<file path="src/source/bincap_defines.svh">
`ifndef BINCAP_DEFINES_SVH
`define BINCAP_DEFINES_SVH

// frame geometry, any power of two.
`define BINCAP_FRAME_PIXELS 64

// threshold after reset, only full white counts as foreground.
`define BINCAP_THRESH_RESET 8'd255

// register byte offsets on the wishbone port.
`define BINCAP_REG_CTRL     8'h00
`define BINCAP_REG_THRESH   8'h04
`define BINCAP_REG_STATUS   8'h08
`define BINCAP_REG_COUNT    8'h0C
`define BINCAP_REG_PIX_ADDR 8'h10
`define BINCAP_REG_PIX_DATA 8'h14

`endif

</file>
<file path="src/source/bincap_pkg.sv">
`include "bincap_defines.svh"

package bincap_pkg;

    typedef logic [7:0] pixel_t;  // grey level.

    // one address per stored bit.
    typedef logic [$clog2(`BINCAP_FRAME_PIXELS)-1:0] pix_addr_t;

    // one extra bit so a fully white frame still fits.
    typedef logic [$clog2(`BINCAP_FRAME_PIXELS):0] pix_count_t;

    typedef logic [7:0]  wb_addr_t;  // byte address.
    typedef logic [31:0] wb_data_t;

    typedef enum logic [1:0] {
        IDLE,
        CAPTURING,
        COMPLETE
    } capture_state_t;

endpackage

</file>
<file path="src/source/wb_reg_decode.sv">
`timescale 1ns/1ps
`include "bincap_defines.svh"

module wb_reg_decode (
    input  logic                   clk,
    input  logic                   rst_n,
    input  logic                   wb_cyc,
    input  logic                   wb_stb,
    input  logic                   wb_we,
    input  bincap_pkg::wb_addr_t   wb_adr,
    input  bincap_pkg::wb_data_t   wb_dat_w,
    output bincap_pkg::wb_data_t   wb_dat_r,
    output logic                   wb_ack,
    input  logic                   capturing,
    input  logic                   frame_valid,
    input  logic                   pix_bit,
    input  bincap_pkg::pix_count_t fg_count,
    output logic                   start,
    output bincap_pkg::pixel_t     threshold,
    output bincap_pkg::pix_addr_t  pix_addr
);

    localparam logic [1:0] WAIT_IDLE = 2'd0;
    localparam logic [1:0] WAIT_MEM  = 2'd1;  // extra cycle for the memory read.
    localparam logic [1:0] WAIT_DONE = 2'd2;  // acked, waiting for stb to drop.

    logic [1:0]           wait_cnt;
    logic                 req;
    logic                 slow_rd;
    logic                 ack_set;
    logic                 wr_fire;
    bincap_pkg::wb_data_t rd_mux;

    assign req     = wb_cyc && wb_stb;
    assign slow_rd = !wb_we && (wb_adr == `BINCAP_REG_PIX_DATA);
    assign ack_set = req && ((wait_cnt == WAIT_IDLE && !slow_rd) || wait_cnt == WAIT_MEM);
    assign wr_fire = req && wb_ack && wb_we;  // writes land on the ack edge.

    always_comb begin
        case (wb_adr)
            `BINCAP_REG_THRESH:   rd_mux = bincap_pkg::wb_data_t'(threshold);
            `BINCAP_REG_STATUS:   rd_mux = {30'd0, frame_valid, capturing};
            `BINCAP_REG_COUNT:    rd_mux = bincap_pkg::wb_data_t'(fg_count);
            `BINCAP_REG_PIX_ADDR: rd_mux = bincap_pkg::wb_data_t'(pix_addr);
            `BINCAP_REG_PIX_DATA: rd_mux = {31'd0, pix_bit};
            default:              rd_mux = '0;  // ctrl and unmapped.
        endcase
    end

    always_ff @(posedge clk or negedge rst_n) begin
        if (!rst_n) begin
            wait_cnt <= WAIT_IDLE;
            wb_ack   <= 1'b0;
        end else begin
            wb_ack <= ack_set;
            if (!req) begin
                wait_cnt <= WAIT_IDLE;
            end else if (wait_cnt == WAIT_IDLE) begin
                wait_cnt <= slow_rd ? WAIT_MEM : WAIT_DONE;
            end else begin
                wait_cnt <= WAIT_DONE;
            end
        end
    end

    // sampled together with the ack.
    always_ff @(posedge clk) begin
        if (ack_set)
            wb_dat_r <= rd_mux;
    end

    always_ff @(posedge clk or negedge rst_n) begin
        if (!rst_n) begin
            start     <= 1'b0;
            threshold <= `BINCAP_THRESH_RESET;
            pix_addr  <= '0;
        end else begin
            start <= wr_fire && (wb_adr == `BINCAP_REG_CTRL) && wb_dat_w[0];  // one cycle.
            if (wr_fire && wb_adr == `BINCAP_REG_THRESH)
                threshold <= bincap_pkg::pixel_t'(wb_dat_w);
            if (wr_fire && wb_adr == `BINCAP_REG_PIX_ADDR)
                pix_addr <= bincap_pkg::pix_addr_t'(wb_dat_w);
        end
    end

endmodule

</file>
<file path="src/source/binary_frame_capture.sv">
`timescale 1ns/1ps
`include "bincap_defines.svh"

module binary_frame_capture (
    input  logic                  clk,
    input  logic                  rst_n,
    input  logic                  pix_valid,
    output logic                  pix_ready,
    input  bincap_pkg::pixel_t    pix_data,
    input  bincap_pkg::pixel_t    threshold,
    input  logic                  start,
    input  bincap_pkg::pix_addr_t pix_addr,
    output logic                  pix_bit,
    output logic                  capturing,
    output logic                  frame_valid,
    output logic                  capture_done,
    output logic                  frame_start,
    output logic                  pix_fire,
    output logic                  fg_pixel
);

    localparam int FRAME_PIXELS = `BINCAP_FRAME_PIXELS;

    bincap_pkg::capture_state_t state;
    bincap_pkg::pix_addr_t      wr_addr;
    logic                       last_pixel;

    (* ramstyle = "M9K" *) logic frame_mem [0:FRAME_PIXELS-1];

    assign pix_ready   = (state == bincap_pkg::CAPTURING);
    assign pix_fire    = pix_valid && pix_ready;
    assign fg_pixel    = (pix_data >= threshold);  // at or above counts as foreground.
    assign frame_start = start && (state == bincap_pkg::IDLE);  // starts while busy are dropped.
    assign last_pixel  = (wr_addr == bincap_pkg::pix_addr_t'(FRAME_PIXELS - 1));

    always_ff @(posedge clk or negedge rst_n) begin
        if (!rst_n) begin
            state        <= bincap_pkg::IDLE;
            wr_addr      <= '0;
            capturing    <= 1'b0;
            frame_valid  <= 1'b0;
            capture_done <= 1'b0;
        end else begin
            capture_done <= 1'b0;
            case (state)
                bincap_pkg::IDLE: begin
                    if (frame_start) begin
                        state       <= bincap_pkg::CAPTURING;
                        wr_addr     <= '0;
                        capturing   <= 1'b1;
                        frame_valid <= 1'b0;  // old frame is being overwritten.
                    end
                end
                bincap_pkg::CAPTURING: begin
                    if (pix_fire) begin
                        wr_addr <= wr_addr + 1'b1;  // wraps to 0 after the last pixel.
                        if (last_pixel)
                            state <= bincap_pkg::COMPLETE;
                    end
                end
                bincap_pkg::COMPLETE: begin
                    state        <= bincap_pkg::IDLE;
                    capturing    <= 1'b0;
                    frame_valid  <= 1'b1;
                    capture_done <= 1'b1;
                end
                default: state <= bincap_pkg::IDLE;
            endcase
        end
    end

    // write port, one bit per accepted pixel.
    always_ff @(posedge clk) begin
        if (pix_fire)
            frame_mem[wr_addr] <= fg_pixel;
    end

    // registered read, so the memory maps onto a block ram.
    always_ff @(posedge clk) begin
        if (frame_valid)
            pix_bit <= frame_mem[pix_addr];
    end

endmodule

</file>
<file path="src/source/foreground_counter.sv">
`timescale 1ns/1ps

module foreground_counter (
    input  logic                   clk,
    input  logic                   rst_n,
    input  logic                   frame_start,
    input  logic                   pix_fire,
    input  logic                   fg_pixel,
    output bincap_pkg::pix_count_t fg_count
);

    logic count_en;

    // only accepted pixels that passed the threshold.
    assign count_en = pix_fire && fg_pixel;

    always_ff @(posedge clk or negedge rst_n) begin
        if (!rst_n) begin
            fg_count <= '0;
        end else if (frame_start) begin
            fg_count <= '0;  // cleared as the capture begins.
        end else if (count_en) begin
            fg_count <= fg_count + 1'b1;
        end
    end

endmodule

</file>
<file path="src/source/bincap_top.sv">
`timescale 1ns/1ps

module bincap_top (
    input  logic                 clk,
    input  logic                 rst_n,
    input  logic                 wb_cyc,
    input  logic                 wb_stb,
    input  logic                 wb_we,
    input  bincap_pkg::wb_addr_t wb_adr,
    input  bincap_pkg::wb_data_t wb_dat_w,
    output bincap_pkg::wb_data_t wb_dat_r,
    output logic                 wb_ack,
    input  logic                 pix_valid,
    output logic                 pix_ready,
    input  bincap_pkg::pixel_t   pix_data,
    output logic                 capture_done
);

    logic                   start;
    bincap_pkg::pixel_t     threshold;
    bincap_pkg::pix_addr_t  pix_addr;
    logic                   pix_bit;
    logic                   capturing;
    logic                   frame_valid;
    logic                   frame_start;
    logic                   pix_fire;
    logic                   fg_pixel;
    bincap_pkg::pix_count_t fg_count;

    // host side.
    wb_reg_decode u_decode (
        .clk         (clk),
        .rst_n       (rst_n),
        .wb_cyc      (wb_cyc),
        .wb_stb      (wb_stb),
        .wb_we       (wb_we),
        .wb_adr      (wb_adr),
        .wb_dat_w    (wb_dat_w),
        .wb_dat_r    (wb_dat_r),
        .wb_ack      (wb_ack),
        .capturing   (capturing),
        .frame_valid (frame_valid),
        .pix_bit     (pix_bit),
        .fg_count    (fg_count),
        .start       (start),
        .threshold   (threshold),
        .pix_addr    (pix_addr)
    );

    binary_frame_capture u_capture (
        .clk          (clk),
        .rst_n        (rst_n),
        .pix_valid    (pix_valid),
        .pix_ready    (pix_ready),
        .pix_data     (pix_data),
        .threshold    (threshold),
        .start        (start),
        .pix_addr     (pix_addr),
        .pix_bit      (pix_bit),
        .capturing    (capturing),
        .frame_valid  (frame_valid),
        .capture_done (capture_done),
        .frame_start  (frame_start),
        .pix_fire     (pix_fire),
        .fg_pixel     (fg_pixel)
    );

    foreground_counter u_counter (
        .clk         (clk),
        .rst_n       (rst_n),
        .frame_start (frame_start),
        .pix_fire    (pix_fire),
        .fg_pixel    (fg_pixel),
        .fg_count    (fg_count)
    );

endmodule

</file>
<file path="config.mk">
export PLATFORM = sky130hd
export DESIGN_NAME = bincap_top
export DESIGN_NICKNAME = d
export VERILOG_FILES = /design/src/source/bincap_pkg.sv /design/src/source/wb_reg_decode.sv /design/src/source/binary_frame_capture.sv /design/src/source/foreground_counter.sv /design/src/source/bincap_top.sv
export VERILOG_INCLUDE_DIRS = /design/src /design/src/source
export SDC_FILE = /design/constraint.sdc
export NUM_CORES = 1
export LEC_CHECK = 0
export BUFFER_PORTS_ARGS = -buffer_cell sky130_fd_sc_hd__buf_2
export CORE_MARGIN = 2
export CORE_UTILIZATION = 56
export CTS_CLUSTER_DIAMETER = 80
export DETAILED_ROUTE_END_ITERATION = 8
export PLACE_DENSITY_LB_ADDON = 0.25
export SYNTH_ARGS = -nofsm -noshare
export SYNTH_HDL_FRONTEND = slang
export SYNTH_HIERARCHICAL = 1
export SYNTH_SLANG_ARGS = --single-unit
</file>
<file path="constraint.sdc">
create_clock -name clk -period 3.59 [get_ports clk]
set_input_delay 0.359 -clock clk [delete_from_list [all_inputs] [get_ports clk]]
set_output_delay 0.359 -clock clk [all_outputs]
set_load 0.005 [all_outputs]
</file>
== Yosys cells after proc, flatten, opt, wreduce, memory -nomap -nowiden ==
Memories as Yosys holds them, arrays and structs flattened. A register that Yosys moved wholly into a read port is not among the register bits.
Index checks and enable logic that the tools add are counted.

* Register bits: 68
* Memory bits (writable): 64
* Bits of input ports: 54
* Output and inout port bits: 35
* Memories kept: 1

* $add $sub $neg: 2
* Magnitude comparators: 1
* Equality and inequality tests: 12
* Mux-type cells: 20
* Reduce and logical (&&, ||, !) cells: 25

{| class="wikitable"
|+ Memories
! memory !! depth !! width !! read ports !! clocked after memory_dff !! write ports !! RTL line !! text
|-
| u_capture.frame_mem || 64 || 1 || 1 || 1 || 1 || binary_frame_capture.sv:28 || <nowiki>(* ramstyle = "M9K" *) logic frame_mem [0:FRAME_PIXELS-1];</nowiki>
|}

{| class="wikitable"
|+ Operators with widths
! cell !! count
|-
| 8-bit one-hot mux with 5 select lines || 1
|-
| 8-bit by 4-bit equality test with 1-bit output (second input constant) || 2
|-
| 8-bit by 5-bit equality test with 1-bit output (second input constant) || 2
|-
| 7-bit two-way mux || 2
|-
| 1-bit logical AND || 13
|-
| 2-bit two-way mux || 6
|-
| 6-bit two-way mux || 2
|-
| 6-bit one-hot mux with 2 select lines || 1
|-
| 8-bit by 3-bit equality test with 1-bit output (second input constant) || 1
|-
| 8-bit greater-or-equal comparator || 1
|-
| 8-bit zero test || 1
|-
| 7-bit by 1-bit adder with 7-bit output (second input constant) || 1
|-
| 6-bit by 1-bit adder with 6-bit output (second input constant) || 1
|-
| 6-bit equality test (second input constant) || 1
|-
| 3-bit AND reduction || 2
|-
| 2-bit nonzero test || 3
|-
| 1-bit two-way mux || 5
|-
| 2-bit by 1-bit equality test with 1-bit output (second input constant) || 2
|-
| 2-bit zero test || 2
|-
| 2-bit != test (second input constant) || 2
|-
| 1-bit one-hot mux with 2 select lines || 2
|-
| 2-bit one-hot mux with 2 select lines || 1
|-
| 2-bit equality test (second input constant) || 1
|-
| 1-bit zero test || 2
|-
| 3 further kinds || 3
|}

== Longest topological paths before layout ==
* Depth after elaboration: 6
* Depth in mapped cells: 11
* Mapped depth without buffers: 11

== By module ==
The synthesis kept the hierarchy.

{| class="wikitable"
|+ By module, submodules not included
! module !! instances !! cells each !! area each (um^2) !! seq. area each (um^2)
|-
| binary_frame_capture || 1 || 279 || 3632.2 || 2227.1
|-
| wb_reg_decode || 1 || 111 || 1385.1 || 700.7
|-
| foreground_counter || 1 || 35 || 342.8 || 175.2
|}

== Worst setup path before layout ==
Ideal clock, no wire load.

* Path type: register to register
* Start: register u_decode.threshold[1]
* End: register u_counter.fg_count[3]
* Library setup time: 78 ps
* Arrival: 2961 ps
* Required time: 3512 ps
* Slack: 552 ps
* Cell stages (with the launch flop): 11
* Buffers on the path: 0
* Clock period less this slack: 3038 ps
* Cells stage by stage: dfstp_2 inv_1 ha_1 a21oi_1 nor2b_1 o21ai_0 a21oi_1 o41a_1 nand2_1 or3_1 a21oi_1

* Cells in the longest elaborated chain, start to end: 3

{| class="wikitable"
|+ Ends and longest elaborated chain
! element !! RTL line !! text
|-
| start, declared || wb_reg_decode.sv:19 || <nowiki>output bincap_pkg::pixel_t threshold,</nowiki>
|-
| start signal, assigned || wb_reg_decode.sv:75 || <nowiki>threshold <= `BINCAP_THRESH_RESET;</nowiki>
|-
| start signal, assigned || wb_reg_decode.sv:80 || <nowiki>threshold <= bincap_pkg::pixel_t'(wb_dat_w);</nowiki>
|-
| 8-bit greater-or-equal comparator || binary_frame_capture.sv:32 || <nowiki>assign fg_pixel = (pix_data >= threshold);</nowiki>
|-
| net fg_pixel || bincap_top.sv:27 || <nowiki>logic fg_pixel;</nowiki>
|-
| 1-bit logical AND || foreground_counter.sv:15 || <nowiki>assign count_en = pix_fire && fg_pixel;</nowiki>
|-
| 2-bit nonzero test (no line) || n/a ||
|-
| end signal, assigned || foreground_counter.sv:23 || <nowiki>fg_count <= fg_count + 1'b1;</nowiki>
|-
| end, declared || foreground_counter.sv:9 || <nowiki>output bincap_pkg::pix_count_t fg_count</nowiki>
|}

The timed path passes the listed nets, and every way through them passes these cells.
A chain may end at the register's enable or synchronous reset.

== Worst setup path after layout ==
* Start: register u_decode.threshold[0]
* End: register u_counter.fg_count[4]

Same word-level chain as after synthesis.

==> impl_metrics.json <==
{
  "die_area_sq_mm": 0.01037,
  "pwr_density_cell_mw_per_mm2": 383.0,
  "grt-ovfl-total": 0,
  "cts.htree.levels": 3,
  "synth-seq-cells": 109,
  "yosysUniqueCellTypes": 54,
  "period_minus_slack_ns": 2.793,
  "pin_count": 89,
  "critPathKind": "reg -> reg",
  "cpLargestDelayFamily": "compound AO/OA/AOI/OAI gates",
  "max_slew_margin": 0.1688,
  "required_ns": 3.85,
  "critical_path.cell_chain": "ha_1 > nand2b_1 > a21oi_1 > nor2b_1 > o21ai_0 > a21oi_1 > o41a_2 > and3_1 > nand3_1 > mux2_2",
  "cts_root_buffer": "clkbuf_8",
  "vias": 3349,
  "drt-pass1-iter-count": 5,
  "peakVddDrop_v": 0.0001932,
  "cts_tree": "yes",
  "drc": 0,
  "drive_above_1_share": 0.2091,
  "grt_pass1_wl_um": 16160,
  "finalSetupTns_ns": 0,
  "cts_sinks": 109,
  "clk_pin_slew_worst_paths_ns": 0.11,
  "drtIter0Drc": 193,
  "synth_edf_count": 73,
  "ys.flop_type": "edfxtp_1",
  "fp.dieW_um": 101.8,
  "period_share": 0.7781,
  "cap_violations": 0,
  "final_nets": 523,
  "antenna_found_initial": 0,
  "post_cts_resized": 0,
  "portBuffers": 40,
  "worst_pin_slew_ns": 1.244,
  "synth_top_area_cell": "edfxtp_1",
  "drv_slew": 0,
  "vias_per_cell": 5.648,
  "fp.dieH_um": 101.8,
  "clockBufferDepth": 2,
  "path_max_fanout": 19,
  "place_area_sq_mm": 0.005535,
  "async_flop_share": 0.3303,
  "place.gp.congestion": 0.7828,
  "cts_made_buffers": 9,
  "groute.usage.overall": 0.2047,
  "worst_slack_ns": 0.7967,
  "rsz0062_at_grt": "false",
  "wl_per_cell_um": 16.84,
  "start_util": 0.5774,
  "fin_area_sq_mm": 0.005734,
  "antenna_left": 0,
  "ys_warn_count": 6,
  "fmax_ghz": 0.3580,
  "clkLatencyLatePin_ns": 0.37,
  "place_ws_ns": 0.7846,
  "cp_slowest_stage_delay_ns": 0.57,
  "finClkSkew_ns": 0.01650,
  "outcome": "finished clean",
  "grt_pass1_vias": 3290,
  "cts_hold_buffers": 0,
  "netlist_area_sq_mm": 0.005360,
  "synth_cells": 425,
  "slowest_stage": "dfstp_2",
  "endpoint_kind": "flop",
  "p_leak_nw": 2.100,
  "place_hpwl_um": 6886,
  "crit_path_start_kind": "flop",
  "worst_path_most_repeated_cell": "a21oi_1",
  "core_sq_mm": 0.009284,
  "fillers": 756,
  "crit_buf_inv": 0,
  "num_antenna_cells": 0,
  "rows": 35,
  "postCtsSetupBuffers": 0,
  "ys_seq_area_frac": 0.5789,
  "finalSetupViolCount": 0,
  "area_growth_pct": 6.979,
  "hold_viol": 0,
  "hp-class": "in -> async",
  "syn_avg_cell_area_sq_um": 12.61,
  "synth_top_area_share": 0.4090,
  "grt_max_degree": 52,
  "drt_wl_total_um": 9984,
  "synth_area_leaders": "edfxtp_1 41%, dfrtp_1 13%, mux4_1 5.9%, nor2_1 5.7%, dfstp_2 3.9%",
  "worstPathArrival_ns": 3.05
}
==> metrics by stage <==
step | hold slack (ns) | utilization | power (W) | std cells
finish | 0.07120 | 0.6177 | 0.002196 | 593
global route | 0.1280 | 0.6177 | 0.002278 | 593
floorplan | 0.06341 | - | 0.001452 | 448
detailed placement | 0.4554 | 0.5962 | 0.001478 | 577
global placement | 0.4512 | 0.5962 | 0.001474 | 577
CTS | 0.08702 | 0.6177 | 0.002211 | 593
==> final timing paths <==
path                                       startpoint                endpoint  slack, ns  cells after the start
worst max-delay path            u_decode/threshold[0]   u_counter/fg_count[4]       0.80                     10
worst min-delay path                            rst_n    u_decode/pix_addr[2]       0.07                      1
worst max register to register  u_decode/threshold[0]   u_counter/fg_count[4]       0.80                     10
worst min register to register     u_capture/state[0]  u_capture/capture_done       0.46                      1
max in group asynchronous                       rst_n      u_capture/state[0]       3.00                      1
min in group clk                          wb_dat_w[7]   u_decode/threshold[7]       0.22                      2
==> final cells by class <==
| type | count | area (sq um) | share of cell area |
|---|---|---|---|
| Tap cell | 129 | 161.4 | 0.02815 |
| Clock buffer | 10 | 127.6 | 0.02226 |
| Clock inverter | 6 | 71.32 | 0.01244 |
| Multi-Input combinational cell | 280 | 1988 | 0.3467 |
| Inverter | 16 | 60.06 | 0.01047 |
| Timing Repair Buffer | 43 | 222.7 | 0.03884 |
| Sequential cell | 109 | 3103 | 0.5411 |
==> metal layers <==
layer	global-route usage	vias to the layer above	routed length, um
met4	0.07077	0	145
met2	0.3462	115	5093
met3	0.03967	14	521
met1	0.2679	1663	4224
met5	0	-	0
li1	-	1557	-
==> cells by family after synthesis <==
| kind of cell | synth area share |
|---|---|
| buffers and inverters | 0.06652 |
| other | 0.0006996 |
| multiplexers | 0.1307 |
| XOR/XNOR | 0.006537 |
| adder cells (fa/ha/maj) | 0.02334 |
| flip-flops | 0.5789 |
| AND/OR/NAND/NOR | 0.1471 |
| AO/OA/AOI/OAI | 0.04622 |
==> state kept, by name (all words and copies together) (netlist names) <==
| signal | count |
|---|---|
| u_decode/pix_addr | 6 |
| u_capture/state | 2 |
| u_capture/pix_bit | 1 |
| u_decode/wait_cnt | 2 |
| u_decode/wb_ack | 1 |
| u_capture/frame_valid | 1 |
| u_capture/capturing | 1 |
| u_capture/capture_done | 1 |
| u_capture/wr_addr | 6 |
| u_decode/threshold | 8 |
| u_capture/frame_mem | 64 |
| u_counter/fg_count | 7 |
| u_decode/start | 1 |
| u_decode/wb_dat_r | 8 |
==> placed cells by master (no fill, tap or decap), types with 7 or more instances in the layout <==
cell and instances:
edfxtp_1 73, o21ai_0 9, buf_2 40, nor2_1 81, clkbuf_8 9, nand3_1 7, mux2_2 12, a21oi_1 10
nand2_1 23, mux2i_1 7, dfstp_2 8, dfrtp_1 28, nor3_1 11, ha_1 10, conb_1 24, mux4_1 12
inv_1 16
==> cells in the mapped netlist, drive strengths merged, types with 2 or more instances <==
library cell  number
nor2              81
edfxtp            73
buf               33
dfrtp             28
nand2             23
mux2              18
inv               16
mux4              16
nor3              12
o21ai             12
a21oi             10
clkbuf            10
ha                10
nand3              9
dfstp              8
mux2i              7
a221o              6
nor2b              6
or3                5
nand2b             4
nand3b             4
nand4              3
or2                3
or4                3
xor2               3
a21o               2
a22o               2
a311oi             2
and3               2
nor4b              2
or4b               2
==> power by group <==
| group | internal, W | total, W | switching (W) |
|---|---|---|---|
| logic | 0.0000292 | 0.0000865 | 0.0000573 |
| registers | 0.00136 | 0.00136 | 0.00000658 |
| clock network | 0.000328 | 0.000747 | 0.000419 |
| total | 0.00171 | 0.00220 | 0.000482 |
(Power assumes the default switching activity.)
